[config.mk]
export PLATFORM = sky130hd
export DESIGN_NAME = control_unit_flat
export DESIGN_NICKNAME = d
export VERILOG_FILES = /design/src/hw/cpu_pkg.sv /design/src/hw/cpu_ctrl_if.sv /design/src/hw/control_unit.sv /design/src/flat_wrapper.sv
export VERILOG_INCLUDE_DIRS = /design/src /design/src/hw
export SDC_FILE = /design/constraint.sdc
export NUM_CORES = 1
export LEC_CHECK = 0
export BUFFER_PORTS_ARGS = -buffer_cell sky130_fd_sc_hd__buf_2
export CAP_MARGIN = 15
export CORE_MARGIN = 2
export CORE_UTILIZATION = 33
export DETAILED_ROUTE_END_ITERATION = 8
export PLACE_DENSITY = 0.74
export SKIP_LAST_GASP = 1
export SYNTH_ARGS = -nofsm -noshare
export SYNTH_HDL_FRONTEND = slang
export SYNTH_SLANG_ARGS = --single-unit
export TNS_END_PERCENT = 5
[constraint.sdc]
create_clock -name CLK -period 1.2 [get_ports CLK]
set_input_delay 0.24 -clock CLK [delete_from_list [all_inputs] [get_ports CLK]]
set_output_delay 0.24 -clock CLK [all_outputs]
set_load 0.005 [all_outputs]
[src/hw/cpu_macros.svh]
`ifndef CPU_MACROS_SVH
`define CPU_MACROS_SVH

// Instruction memory geometry
`define CPU_IMEM_DEPTH 64
`define CPU_IMEM_AW    6

// Data memory geometry
`define CPU_DMEM_DEPTH 64
`define CPU_DMEM_AW    6

// Register file geometry, fixed by the ISA
`define CPU_NUM_REGS   32
`define CPU_REG_AW     5

// Word size of the core
`define CPU_XLEN       32

`endif

[src/hw/cpu_pkg.sv]
package cpu_pkg;

    // Major opcodes of the supported RV32I subset
    typedef enum logic [6:0] {
        OP     = 7'b0110011, // R-type ALU
        OP_IMM = 7'b0010011, // I-type ALU
        LOAD   = 7'b0000011, // lw only
        STORE  = 7'b0100011, // sw only
        SYSTEM = 7'b1110011  // ecall / ebreak
    } opcode_e;

    // ALU operations
    typedef enum logic [3:0] {
        ADD  = 4'd0,
        SUB  = 4'd1,
        SLL  = 4'd2,
        SLT  = 4'd3, // Signed compare
        SLTU = 4'd4, // Unsigned compare
        XOR  = 4'd5,
        SRL  = 4'd6,
        SRA  = 4'd7, // Sign-filling shift
        OR   = 4'd8,
        AND  = 4'd9
    } alu_op_e;

    // Register write-back source
    typedef enum logic {
        WB_ALU = 1'b0,
        WB_MEM = 1'b1
    } wb_sel_e;

    // Immediate format
    typedef enum logic {
        IMM_I = 1'b0,
        IMM_S = 1'b1
    } imm_sel_e;

    // Processor run state
    typedef enum logic [1:0] {
        IDLE = 2'd0, // Waiting for start, loading allowed
        RUN  = 2'd1,
        HALT = 2'd2  // Sticky until reset
    } run_state_e;

endpackage

[src/hw/cpu_ctrl_if.sv]
interface cpu_ctrl_if;
    import cpu_pkg::*;

    alu_op_e  alu_op;
    logic     alu_src_imm; // Operand b from immediate
    imm_sel_e imm_sel;
    logic     reg_we;      // Already gated by RUN
    logic     mem_we;      // Already gated by RUN
    wb_sel_e  wb_sel;

    modport ctrl (
        output alu_op,
        output alu_src_imm,
        output imm_sel,
        output reg_we,
        output mem_we,
        output wb_sel
    );

    modport alu (input alu_op);

    modport rf (input reg_we);

    modport mem (input mem_we);

    modport imm (input imm_sel);

endinterface

[src/hw/control_unit.sv]
`include "cpu_macros.svh"

module control_unit (
    input  logic                    CLK,
    input  logic                    RST,
    input  logic                    start,
    input  logic [31:0]             inst,
    cpu_ctrl_if.ctrl                ctrl,
    output logic [`CPU_IMEM_AW-1:0] pc,
    output logic                    halted,
    output logic                    illegal
);
    import cpu_pkg::*;

    run_state_e state;
    opcode_e    opcode;
    logic [2:0] funct3;
    logic [6:0] funct7;
    logic       reg_wr;     // Decoded, before RUN gating
    logic       mem_wr;
    logic       stop;       // ecall, ebreak or unknown opcode
    logic       bad_op;
    logic       reg_we_run;
    logic       mem_we_run;

    // funct3 to ALU operation, alt picks SUB or SRA
    function automatic alu_op_e funct_to_op(input logic [2:0] f3, input logic alt);
        alu_op_e op;
        op = ADD;
        case (f3)
            3'b000: op = alt ? SUB : ADD;
            3'b001: op = SLL;
            3'b010: op = SLT;
            3'b011: op = SLTU;
            3'b100: op = XOR;
            3'b101: op = alt ? SRA : SRL;
            3'b110: op = OR;
            3'b111: op = AND;
            default: op = ADD;
        endcase
        return op;
    endfunction

    assign opcode = opcode_e'(inst[6:0]);
    assign funct3 = inst[14:12];
    assign funct7 = inst[31:25];

    always_comb begin
        ctrl.alu_op      = ADD;
        ctrl.alu_src_imm = 1'b0;
        ctrl.imm_sel     = IMM_I;
        ctrl.wb_sel      = WB_ALU;
        reg_wr           = 1'b0;
        mem_wr           = 1'b0;
        stop             = 1'b0;
        bad_op           = 1'b0;
        case (opcode)
            OP: begin
                ctrl.alu_op = funct_to_op(funct3, funct7[5]);
                reg_wr      = 1'b1;
            end
            OP_IMM: begin
                // Only the shift-right immediate has an alternate form
                ctrl.alu_op      = funct_to_op(funct3, (funct3 == 3'b101) && funct7[5]);
                ctrl.alu_src_imm = 1'b1;
                reg_wr           = 1'b1;
            end
            LOAD: begin
                ctrl.alu_src_imm = 1'b1; // Address = rs1 + imm
                ctrl.wb_sel      = WB_MEM;
                reg_wr           = 1'b1;
            end
            STORE: begin
                ctrl.alu_src_imm = 1'b1;
                ctrl.imm_sel     = IMM_S;
                mem_wr           = 1'b1;
            end
            SYSTEM: stop = 1'b1;
            default: begin
                stop   = 1'b1;
                bad_op = 1'b1;
            end
        endcase
    end

    assign reg_we_run  = reg_wr && (state == RUN);
    assign mem_we_run  = mem_wr && (state == RUN);
    assign ctrl.reg_we = reg_we_run;
    assign ctrl.mem_we = mem_we_run;
    assign halted      = (state == HALT);

    always_ff @(posedge CLK) begin
        if (RST) begin
            state   <= IDLE;
            pc      <= '0;
            illegal <= 1'b0;
        end else begin
            case (state)
                IDLE: if (start) state <= RUN;
                RUN: begin
                    if (stop) begin
                        state   <= HALT; // No pc advance past the halting word
                        illegal <= bad_op;
                    end else begin
                        pc <= pc + 1'b1;
                    end
                end
                default: state <= HALT;
            endcase
        end
    end

    a_we_exclusive: assert property (@(posedge CLK) disable iff (RST)
        !(reg_we_run && mem_we_run));

    a_halt_holds_pc: assert property (@(posedge CLK) disable iff (RST)
        (state == HALT) |=> (state == HALT) && $stable(pc));

endmodule

[src/flat_wrapper.sv]
// flat-port wrapper written by rule: the top's interface ports become plain ports
module control_unit_flat import cpu_pkg::*;
  (CLK, RST, start, inst, pc, halted, illegal, ctrl_alu_op, ctrl_alu_src_imm, ctrl_imm_sel, ctrl_reg_we, ctrl_mem_we, ctrl_wb_sel);
  cpu_ctrl_if ctrl_i ();
  input  logic CLK;
  input  logic RST;
  input  logic start;
  input  logic [31:0] inst;
  output logic [`CPU_IMEM_AW-1:0] pc;
  output logic halted;
  output logic illegal;
  output wire logic [$bits(ctrl_i.alu_op)-1:0] ctrl_alu_op;
  output wire logic [$bits(ctrl_i.alu_src_imm)-1:0] ctrl_alu_src_imm;
  output wire logic [$bits(ctrl_i.imm_sel)-1:0] ctrl_imm_sel;
  output wire logic [$bits(ctrl_i.reg_we)-1:0] ctrl_reg_we;
  output wire logic [$bits(ctrl_i.mem_we)-1:0] ctrl_mem_we;
  output wire logic [$bits(ctrl_i.wb_sel)-1:0] ctrl_wb_sel;
  assign ctrl_alu_op = ctrl_i.alu_op;
  assign ctrl_alu_src_imm = ctrl_i.alu_src_imm;
  assign ctrl_imm_sel = ctrl_i.imm_sel;
  assign ctrl_reg_we = ctrl_i.reg_we;
  assign ctrl_mem_we = ctrl_i.mem_we;
  assign ctrl_wb_sel = ctrl_i.wb_sel;
  control_unit u_core (.CLK(CLK), .RST(RST), .start(start), .inst(inst), .ctrl(ctrl_i), .pc(pc), .halted(halted), .illegal(illegal));
endmodule
# Word-level counts from Yosys, hierarchy flattened
# Cells that the tools add are included.
# W data, S select, Z words.
dict set report word_totals {
  ff_bits 9
}
dict set report classes {
  addsub 1
  n_eq_ne 16
  bitwise 1
  n_mux 15
  reduce_logical 12
}
# op count
set op_table {}
lappend op_table {{$pmux W4 S8} 2}
lappend op_table {{$eq A7 B6 Y1 const B} 2}
lappend op_table {{$eq A3 B3 Y1 const B} 4}
lappend op_table {{$mux W1} 9}
lappend op_table {{$pmux W4 S2} 1}
lappend op_table {{$eq A7 B2 Y1 const B} 1}
lappend op_table {{$eq A7 B5 Y1 const B} 1}
lappend op_table {{$eq A7 B7 Y1 const B} 1}
lappend op_table {{$add A6 B1 Y6 const B} 1}
lappend op_table {{$eq A3 B2 Y1 const B} 2}
lappend op_table {{$reduce_and A2 Y1} 3}
lappend op_table {{$reduce_or A3 Y1} 2}
lappend op_table {{$reduce_or A5 Y1} 1}
lappend op_table {{$mux W2} 2}
lappend op_table {{$ne A2 B2 Y1 const B} 2}
lappend op_table {{$pmux W2 S2} 1}
lappend op_table {{$reduce_or A4 Y1} 1}
lappend op_table {{$eq A3 B1 Y1 const B} 1}
lappend op_table {{$logic_and A1 B1 Y1} 3}
lappend op_table {{$logic_not A3 Y1} 1}
lappend op_table {{$eq A2 B1 Y1 const B} 1}
lappend op_table {{$eq A2 B2 Y1 const B} 1}
lappend op_table {{$logic_not A2 Y1} 1}
lappend op_table {{$not A1 Y1} 1}

# Longest topological paths before layout
# Gate-level depths: netlist of the first run.
dict set report logic_depth {
  word_depth 5
  mapped_depth 4
  mapped_depth_nobuf 4
}

# Worst setup path before layout of the first run
# No wires, ideal clock.
dict set report synth_timing {
  kind {input to register}
  startpoint {input port inst[2]}
  endpoint {register u_core.pc[4]}
  stages 4
  n_path_buf 1
  arrival_time_ns 1.216
  setup_slack_ns -0.087
  t_required_ns 1.130
  cell_sequence {nand4bb_4 -> buf_6 -> or4_1 -> a21oi_1}
}
dict set report synth_via {
  elab_chain_len 3
  word_cells_on_any_way 6
  cone_classes {4 x eq/ne; 2 x reduce/logical}
}
# element line_no
set synth_lines {}
lappend synth_lines {{from (decl)} flat_wrapper.sv:8} ;# input logic [31:0] inst;
lappend synth_lines {{$eq A7 B2 Y1 (tied with other cells)} control_unit.sv:57} ;# case (opcode)
lappend synth_lines {{$reduce_or A4 Y1 (no line) (*)} -}
lappend synth_lines {{$reduce_and A2 Y1 (no line) (*)} -}
lappend synth_lines {{to (signal assigned)} control_unit.sv:105} ;# pc <= pc + 1'b1;
lappend synth_lines {{to (decl)} control_unit.sv:9} ;# output logic [`CPU_IMEM_AW-1:0] pc,
# Every way passes the cells marked *; elsewhere a longest branch is shown, timed or not.
# A chain may end at the register's enable or synchronous reset.

# Worst setup path in the final report of the first run
dict set report layout_timing {
  startpoint {input port inst[2]}
  endpoint {output port ctrl_mem_we}
}
dict set report layout_via {
  elab_chain_len 3
}
# element line_no
set layout_lines {}
lappend layout_lines {{$eq A7 B6 Y1} control_unit.sv:57}
lappend layout_lines {{$mux W1} control_unit.sv:57}
lappend layout_lines {{$logic_and A1 B1 Y1} control_unit.sv:87} ;# assign mem_we_run = mem_wr && (state == RUN);
lappend layout_lines {{to (decl)} flat_wrapper.sv:16} ;# output wire logic [$bits(ctrl_i.mem_we)-1:0] ctrl_mem_we;
# No other way between the ends.

==> impl_metrics.env, run 1 <==
export IMPL_status="finished, violations left"
export IMPL_failed_checks="negative setup slack"
export IMPL_fmax_mhz=738
export IMPL_initial_core_util_pct=35.4
export IMPL_synth_compound_area_share_pct=20.4
export IMPL_power_density_nw_per_um2=725
export IMPL_cts_sinks=9
export IMPL_ys_top_cells_by_count="dfxtp_1 (9), a21oi_1 (7), nor2_1 (6)"
export IMPL_cp_data_arrival_time_ns=1.11
export IMPL_worstReg2RegEnd="u_core.pc[5]$_SDFFE_PP0P_"
export IMPL_multi_input_area_sq_um=454
export IMPL_synth_xor_area_share_pct=0
export IMPL_track_usage_pct=18.2
export IMPL_dieWidth_um=47.1
export IMPL_avgSynthCellArea_sq_um=8.38
export IMPL_timing_hold_ws_ns=0.249
export IMPL_top_layer="met4"
export IMPL_core_sq_um=1730
export IMPL_cts_buffers=3
export IMPL_cts_buffer_depth=2
export IMPL_yosysUniqueCellTypes=26
export IMPL_overflow=0
export IMPL_leakage_nw=0.446
export IMPL_cts_hold_buffers=0
export IMPL_path_clk_slew_ns=0.07
export IMPL_worstHoldPathType="in -> reg"
export IMPL_worst_path_max_fanout=4
export IMPL_synth_edf_count=0
export IMPL_synth_most_common_cell="dfxtp_1"
export IMPL_drc_errors=0
export IMPL_setup_viol=14
export IMPL_syn_nets=109
export IMPL_worst_slack_ns=-0.155
export IMPL_synthesis_area_sq_um=612
export IMPL_insertion_delay_ns=0.28
export IMPL_via_per_inst=5.01
export IMPL_ff2ff_setup_slack_ns=-0.14
export IMPL_ant_nets=0
export IMPL_cts_tree="yes"
export IMPL_die_y_um=47.1
export IMPL_dp_slack_ns=-0.234
export IMPL_insertedDiodeCount=0
export IMPL_r2r_start="u_core.state[1]$_SDFFE_PP0P_"
export IMPL_hold_viol_final=0
export IMPL_wl_met2_um=797
export IMPL_grt_pass1_wl_um=2770
export IMPL_totalWireLength_um=1590
export IMPL_wl_met3_um=87
export IMPL_rows=15
export IMPL_dieArea_sq_um=2210
export IMPL_area_growth_pct=61.1
export IMPL_num_vias=727
export IMPL_ir_drop_v=0.000340
export IMPL_cpPeakStageDelay_ns=0.39
export IMPL_seqCellArea_sq_um=188
export IMPL_synthMuxAreaShare_pct=5.11
export IMPL_placed_cell_area_sq_um=883
export IMPL_synth_top_cell_by_area="dfxtp_1"
export IMPL_final_cell_area_sq_um=986
export IMPL_first_pass_iters=4
export IMPL_synthAdderAreaFrac_pct=2.04
export IMPL_cts_max_level=1
export IMPL_crit_family="simple AND/OR/NAND/NOR gates"
export IMPL_synthesis_instances=73
export IMPL_ys_ff_latch=9
export IMPL_io_pins=52
export IMPL_path_common_cell="buf_2"
export IMPL_wl_per_cell_um=10.9
export IMPL_synth_flop_cell="dfxtp_1"
export IMPL_layout_nets=157
export IMPL_wl_met1_um=662
export IMPL_synthArstFlopShare_pct=0
export IMPL_numPortBuffers=30
export IMPL_drtIter0Drc=6
export IMPL_gp_congestion=0.732
export IMPL_path_class="in -> out"
export IMPL_maxSlewHeadroom_pct=85.6
export IMPL_drv_cap=0
export IMPL_cp_start_kind="input port"
export IMPL_r2r_worst_path_cells=4
export IMPL_rsz0062_at_grt="true"
export IMPL_crit_end="ctrl_mem_we"
export IMPL_yosys_top_cells_area="dfxtp_1 (29%), nand4bb_4 (9.0%), o31ai_1 (6.1%), or4_1 (6.1%), a21oi_1 (5.7%)"
export IMPL_drive_gt1_share_pct=53.3
export IMPL_crit_buf_inv=2
export IMPL_yosysSeqAreaShare_pct=29.4
export IMPL_hpwl_um=1190
export IMPL_drv_slew=0
export IMPL_crit_path_cell_trace="buf_2 -> and4bb_4 -> nand2_4 -> nor3_4 -> buf_2"
export IMPL_synth_top_cell_area_share_pct=29.4
export IMPL_fin_crit_ns=1.35
export IMPL_worst_pin_slew_ns=0.214
export IMPL_grt_pass1_vias=652
export IMPL_fillers=165
export IMPL_antenna_found_initial=0
export IMPL_startpoint="inst[2]"
export IMPL_synthSimpleGateAreaFrac_pct=38.0
export IMPL_yosysWarnings=0
export IMPL_cts_root_buf="clkbuf_4"
export IMPL_period_share_pct=113
export IMPL_grt_max_degree=11
export IMPL_synth_top_family_by_area="simple AND/OR/NAND/NOR gates"
export IMPL_cp_slowest_cell="and4bb_4"
export IMPL_utilization_pct=57.1
export IMPL_total_power_mw=0.715
export IMPL_cp_depth=5
export IMPL_critPathRequiredTime_ns=0.96
export IMPL_clock_skew_ns=0.00718
export IMPL_endpoint_kind="output pin"
power by group:
part | total [mW] | internal [mW] | switching (mW) | leakage, nW
Clock | 0.254 | 0.124 | 0.131 | 0.0177
Sequential | 0.314 | 0.306 | 0.00756 | 0.0751
Combinational | 0.146 | 0.0775 | 0.0689 | 0.353
repair_timing:
action	4_1_cts	5_1_grt
gates resized for setup	12	2
pin swaps	2	2
endpoints found under the setup margin	14	15
buffers inserted	2	0
area by class of cell:
class	count	share of cell area, %
Clock buffer	3	2.28
Sequential cell	9	19.0
Clock inverter	1	0.508
Tap cell	25	3.17
Timing Repair Buffer	46	27.8
Inverter	3	1.14
Multi-Input combinational cell	58	46.1
metrics by stage:
| step | setup TNS [ns] | cells |
|---|---|---|
| after floorplan | -0.171 | 73 |
| after global routing | -2.28 | 145 |
| final | -1.52 | 145 |
| after global placement | -1.84 | 139 |
| after CTS | -1.49 | 145 |
| after detailed placement | -2.04 | 139 |
placed cells by master (no fill, tap or decap), types with 2 or more instances in the layout:
master     Yosys  final
buf_2          0     30
buf_4          0     15
a21oi_1        7      7
nor2_1         6      6
o31ai_1        5      5
or4_1          5      5
dfxtp_1        9      5
nand2_1        5      4
nand2b_1       5      4
inv_1          3      3
o21ai_0        3      3
nor3_1         5      3
clkbuf_4       0      3
dfxtp_2        0      3
mux2i_1        2      2
nand4bb_4      2      2
worst register-to-register path, cell delays in order, from the launching register on:
cell,delay (ns)
dfxtp_2,0.32
buf_4,0.12
nand4bb_4,0.20
or4_1,0.48
a21oi_1,0.14
flip-flops by register name, summed over array words and instances, names as in the netlist:
name and flops:
u_core.pc 6, u_core.state 2, u_core.illegal 1
layer usage:
layer,GRT usage [%],up-vias
met5,0,-
met3,3.46,4
met4,13.3,0
met2,30.4,23
li1,-,372
met1,20.4,328
cell families (layout without fill, tap and decap cells):
| kind of cell | after synthesis | in the layout |
|---|---|---|
| adders and majority gates | 1 | 1 |
| muxes | 3 | 3 |
| and+or+nand+nor | 34 | 34 |
| DFF | 9 | 9 |
| AOI/OAI and AO/OA | 20 | 20 |
| buffers and inverters | 6 | 53 |
worst min path at each step:
stage / depth (start not counted) / to / slack, ns / start
global route: 2 / u_core.pc[4]$_SDFFE_PP0P_ / 0.26 / RST
floorplan: 2 / u_core.pc[0]$_SDFFE_PP0P_ / 0.41 / inst[6]
finish: 2 / u_core.pc[0]$_SDFFE_PP0P_ / 0.25 / RST
global placement: 2 / u_core.illegal$_SDFFE_PP0P_ / 0.45 / u_core.illegal$_SDFFE_PP0P_
detailed placement: 2 / u_core.illegal$_SDFFE_PP0P_ / 0.45 / u_core.illegal$_SDFFE_PP0P_
CTS: 2 / u_core.pc[0]$_SDFFE_PP0P_ / 0.25 / RST
Note: power is estimated with default switching activity, not from simulation.
==> inputs of run 2 (changes only) <==
SETUP_SLACK_MARGIN = 0.2   (was default)
==> run 2 against run 1 <==
  * The run still ends with negative setup slack left
  * Sequential cell count unchanged
  * First-iteration DRC count grew to 2.5 times the previous value
  * Die area unchanged
  * Global-route usage is 0.86 points lower
  * Clock-buffer cell count up 1
  * Setup slack worse by 0.0015 ns
  * Combinational power down 5%
  * Non-clock buffer count fell by 2
  * Clock power fell by 7.9%
  * Largest cell class unchanged
  * Largest power group unchanged
==> impl_metrics.env, run 2 (same netlist as run 1, synthesis figures left out) <==
export IMPL_overflow=0
export IMPL_numPortBuffers=30
export IMPL_rows=15
export IMPL_largest_reg_flops=6
export IMPL_cp_data_arrival_time_ns=1.12
export IMPL_critPathRequiredTime_ns=0.96
export IMPL_num_vias=725
export IMPL_path_clk_slew_ns=0.06
export IMPL_top_regs="u_core.pc (6), u_core.state (2), u_core.illegal (1)"
export IMPL_clock_skew_ns=0.00125
export IMPL_status="finished, violations left"
export IMPL_first_pass_iters=3
export IMPL_timing_hold_ws_ns=0.268
export IMPL_totalWireLength_um=1680
export IMPL_cts_buffer_depth=2
export IMPL_ir_drop_v=0.000443
export IMPL_total_power_mw=0.689
export IMPL_drive_gt1_share_pct=51.7
export IMPL_worst_path_max_fanout=5
export IMPL_wl_per_cell_um=11.8
export IMPL_final_common_cell="buf_2"
export IMPL_fmax_mhz=737
export IMPL_insertedDiodeCount=0
export IMPL_gp_congestion=0.741
export IMPL_grt_pass1_wl_um=2710
export IMPL_dieWidth_um=47.1
export IMPL_cts_max_level=1
export IMPL_placed_cell_area_sq_um=881
export IMPL_worst_pin_slew_ns=0.242
export IMPL_worstHoldPathType="in -> reg"
export IMPL_hold_viol_final=0
export IMPL_place_inst=138
export IMPL_period_share_pct=113
export IMPL_antenna_found_initial=0
export IMPL_final_cell_area_sq_um=947
export IMPL_setup_viol=14
export IMPL_endpoint_kind="output pin"
export IMPL_path_class="reg -> out"
export IMPL_startpoint="u_core.state[1]$_SDFFE_PP0P_"
export IMPL_core_sq_um=1730
export IMPL_die_y_um=47.1
export IMPL_area_growth_pct=54.8
export IMPL_stdcell_count=143
export IMPL_cp_start_kind="register"
export IMPL_ant_nets=0
export IMPL_insertion_delay_ns=0.26
export IMPL_dp_slack_ns=-0.210
export IMPL_drv_slew=0
export IMPL_grt_pass1_vias=681
export IMPL_drtIter0Drc=15
export IMPL_worst_slack_ns=-0.156
export IMPL_r2r_start="u_core.state[1]$_SDFFE_PP0P_"
export IMPL_power_density_nw_per_um2=727
export IMPL_dieArea_sq_um=2210
export IMPL_grt_max_degree=11
export IMPL_io_pins=52
export IMPL_worstHoldStart="RST"
export IMPL_via_per_inst=5.07
export IMPL_cts_sinks=9
export IMPL_hpwl_um=1410
export IMPL_fin_crit_ns=1.36
export IMPL_cts_tree="yes"
export IMPL_final_cell_mix="buf_2 (30), buf_4 (14), a21oi_1 (7)"
export IMPL_drc_errors=0
export IMPL_leakage_nw=0.421
export IMPL_cts_root_buf="clkbuf_4"
export IMPL_rsz0062_at_grt="true"
export IMPL_failed_checks="negative setup slack"
export IMPL_maxSlewHeadroom_pct=83.8
export IMPL_top_register="u_core.pc"
export IMPL_drv_cap=0
export IMPL_cts_buffers=3
export IMPL_layout_nets=155
export IMPL_track_usage_pct=17.3
export IMPL_initial_core_util_pct=35.4
[run 2: changes by cell type in the layout (fill, tap and decap cells not counted), sizes merged]
cell | before | now
clkinv | 1 | 0
buf | 46 | 44
clkbuf | 3 | 4
[run 2: worst paths after layout]
path / to / slack [ns] / cells past startpoint
worst max-delay path: ctrl_reg_we / -0.16 / 4
worst min-delay path: u_core.pc[5]$_SDFFE_PP0P_ / 0.27 / 2
worst max register to register: u_core.pc[2]$_SDFFE_PP0P_ / -0.11 / 4
worst min register to register: u_core.illegal$_SDFFE_PP0P_ / 0.47 / 2
[run 2: worst max-delay path, stage by stage, from the launching register on]
cell	delay, ns
dfxtp_2	0.33
nand2b_4	0.16
nor3_4	0.12
and2_1	0.13
buf_2	0.10
[run 2: power by group]
group          internal, mW  switching [mW]  leakage (nW)
Clock                 0.128           0.106        0.0150
Sequential            0.308         0.00863        0.0748
Combinational        0.0729          0.0657         0.331
[run 2: cell type report]
class,instances,area (sq um)
fillers,171,779
multi-input cells,58,438
repair buffers,44,255
flip-flops and latches,9,185
well taps,25,31.3
clock buffers,4,26.3
inverters,3,11.3
[run 2: stage by stage]
step / utilization, % / TNS, ns
3_5_place_dp: 51.0 / -2.03
4_1_cts: 54.9 / -1.30
5_1_grt: 54.9 / -2.00
3_3_place_gp: 51.0 / -1.66
2_1_floorplan: - / -0.116
6_report: 54.9 / -1.21
[run 2: layer usage]
| metal | track usage [%] | vias to the layer above | routed length, um |
|---|---|---|---|
| met2 | 34.8 | 23 | 951 |
| met4 | 8.33 | 0 | 9 |
| met5 | 0 | - | 0 |
| met1 | 16.9 | 332 | 628 |
| met3 | 2.31 | 2 | 92 |
| li1 | - | 368 | - |
[run 2: repair_timing]
item	in CTS	in global routing
hold buffers	0	0
buffers inserted	1	0
setup endpoints to repair	21	24
pin swaps	1	0
gates resized for setup	8	0
==> inputs of run 3 (changes only) <==
GPL_TIMING_DRIVEN = 0   (was default)
PLACE_DENSITY = 0.85   (was 0.74)
==> run 3 against run 2 <==
  * Maximum frequency fell by 5.3%
  * Via count fell by 2.6%
  * The flow still finishes with violations (negative setup slack)
  * Non-clock buffer count fell by 3
  * Die area did not move
  * Total power rose by 0.10%
  * Critical path depth rose by 1
  * Critical path type unchanged
  * Global-route usage fell by 0.37 points
  * Setup slack got worse by 0.076 ns
  * Combinational power barely moved
  * Cell count fell by 2.1%
  * Sequential cell count did not move
  * Wire length fell by 2.3%
==> impl_metrics.env, run 3 (same netlist as run 1, synthesis figures left out) <==
export IMPL_status="finished, violations left"
export IMPL_failed_checks="negative setup slack"
export IMPL_dieWidth_um=47.1
export IMPL_dieArea_sq_um=2210
export IMPL_totalWireLength_um=1640
export IMPL_cts_tree="yes"
export IMPL_cts_max_level=1
export IMPL_numPortBuffers=29
export IMPL_area_growth_pct=51.1
export IMPL_period_share_pct=119
export IMPL_clock_skew_ns=0.000175
export IMPL_initial_core_util_pct=35.4
export IMPL_endpoint_kind="output pin"
export IMPL_die_y_um=47.1
export IMPL_fillers=172
export IMPL_top_regs="u_core.pc (6), u_core.state (2), u_core.illegal (1)"
export IMPL_drc_errors=0
export IMPL_worst_slack_ns=-0.232
export IMPL_grt_pass1_wl_um=2640
export IMPL_worst_path_max_fanout=4
export IMPL_core_sq_um=1730
export IMPL_insertedDiodeCount=0
export IMPL_num_vias=706
export IMPL_cts_buffer_depth=2
export IMPL_tns_ns=-2.17
export IMPL_drtIter0Drc=5
export IMPL_wl_met2_um=879
export IMPL_first_pass_iters=4
export IMPL_cts_hold_buffers=0
export IMPL_setup_viol=16
export IMPL_grt_max_degree=11
export IMPL_maxSlewHeadroom_pct=71.4
export IMPL_antenna_found_initial=0
export IMPL_cts_buffers=3
export IMPL_io_pins=52
export IMPL_layout_nets=152
export IMPL_leakage_nw=0.408
export IMPL_largest_reg_flops=6
export IMPL_crit_path_cell_trace="nand2b_4 -> buf_8 -> nor3_4 -> and2_1 -> buf_2"
export IMPL_fmax_mhz=698
export IMPL_rsz0062_at_grt="true"
export IMPL_final_cell_mix="buf_2 (29), buf_4 (9), a21oi_1 (7)"
export IMPL_cts_root_buf="clkbuf_4"
export IMPL_cp_data_arrival_time_ns=1.19
export IMPL_top_layer="met4"
export IMPL_top_register="u_core.pc"
export IMPL_worst_pin_slew_ns=0.429
export IMPL_ir_drop_v=0.000310
export IMPL_path_clk_slew_ns=0.06
export IMPL_cts_sinks=9
export IMPL_insertion_delay_ns=0.26
export IMPL_hpwl_um=1210
export IMPL_hold_viol_final=0
export IMPL_wl_met3_um=86
export IMPL_final_common_cell="buf_2"
export IMPL_overflow=0
export IMPL_worstHoldPathType="in -> reg"
export IMPL_via_per_inst=5.04
export IMPL_wl_met1_um=668
export IMPL_placed_cell_area_sq_um=798
export IMPL_track_usage_pct=16.9
export IMPL_fin_crit_ns=1.43
export IMPL_drv_slew=0
export IMPL_rows=15
export IMPL_power_density_nw_per_um2=745
export IMPL_cp_slowest_cell="dfxtp_2"
export IMPL_gp_congestion=0.737
export IMPL_wl_per_cell_um=11.7
export IMPL_cp_start_kind="register"
export IMPL_drive_gt1_share_pct=47.0
export IMPL_cpPeakStageDelay_ns=0.32
export IMPL_critPathRequiredTime_ns=0.96
export IMPL_drv_cap=0
export IMPL_path_class="reg -> out"
export IMPL_grt_pass1_vias=676
export IMPL_ant_nets=0
export IMPL_final_cell_area_sq_um=925
[run 3: what timing repair did]
item,CTS,global route
resized for setup,6,2
pin swaps,2,2
buffers inserted,9,0
setup endpoints to repair,19,25
[run 3: final timing paths]
check	startpoint	end	slack, ns	depth (start not counted)
worst min register to register	u_core.illegal$_SDFFE_PP0P_	u_core.illegal$_SDFFE_PP0P_	0.48	2
worst max register to register	u_core.state[1]$_SDFFE_PP0P_	u_core.pc[1]$_SDFFE_PP0P_	-0.20	9
worst max-delay path	u_core.state[1]$_SDFFE_PP0P_	ctrl_reg_we	-0.23	5
worst min-delay path	RST	u_core.pc[3]$_SDFFE_PP0P_	0.38	2
[run 3: metal layers]
metal	GRT usage, %	vias to the layer above
li1	-	362
met5	0	-
met1	17.7	318
met2	32.6	24
met4	6.67	0
met3	3.46	2
[run 3: power breakdown]
group	internal [mW]	switching [mW]	leakage, nW
Combinational	0.0721	0.0655	0.318
Sequential	0.306	0.00499	0.0751
Clock	0.129	0.112	0.0150
[run 3: critical path: cells and delay by family, from the launching register on]
| kind | cells | cell delay [ns] |
|---|---|---|
| buffers and inverters | 2 | 0.22 |
| flip-flops | 1 | 0.32 |
| AND/OR/NAND/NOR | 3 | 0.38 |
[run 3: per-stage QoR]
stage / hold WS [ns] / power (mW) / std cells / setup WS, ns / util [%]
after floorplan: 0.413 / 0.378 / 73 / -0.0432 / -
after global placement: 0.439 / 0.424 / 127 / -0.239 / 46.2
after detailed placement: 0.468 / 0.429 / 127 / -0.239 / 46.2
after CTS: 0.365 / 0.692 / 140 / -0.295 / 53.2
after global routing: 0.383 / 0.734 / 140 / -0.295 / 53.6
final: 0.379 / 0.689 / 140 / -0.232 / 53.6
[run 3: final cells by class]
cell class | instances | area, sq um | share of cell area, %
tap | 25 | 31.3 | 3.38
sequential | 9 | 188 | 20.3
timing repair buffer | 38 | 213 | 23.0
buffer | 3 | 30.0 | 3.25
clock buffer | 4 | 26.3 | 2.84
multi-input combinational | 58 | 425 | 46.0
inverter | 3 | 11.3 | 1.22
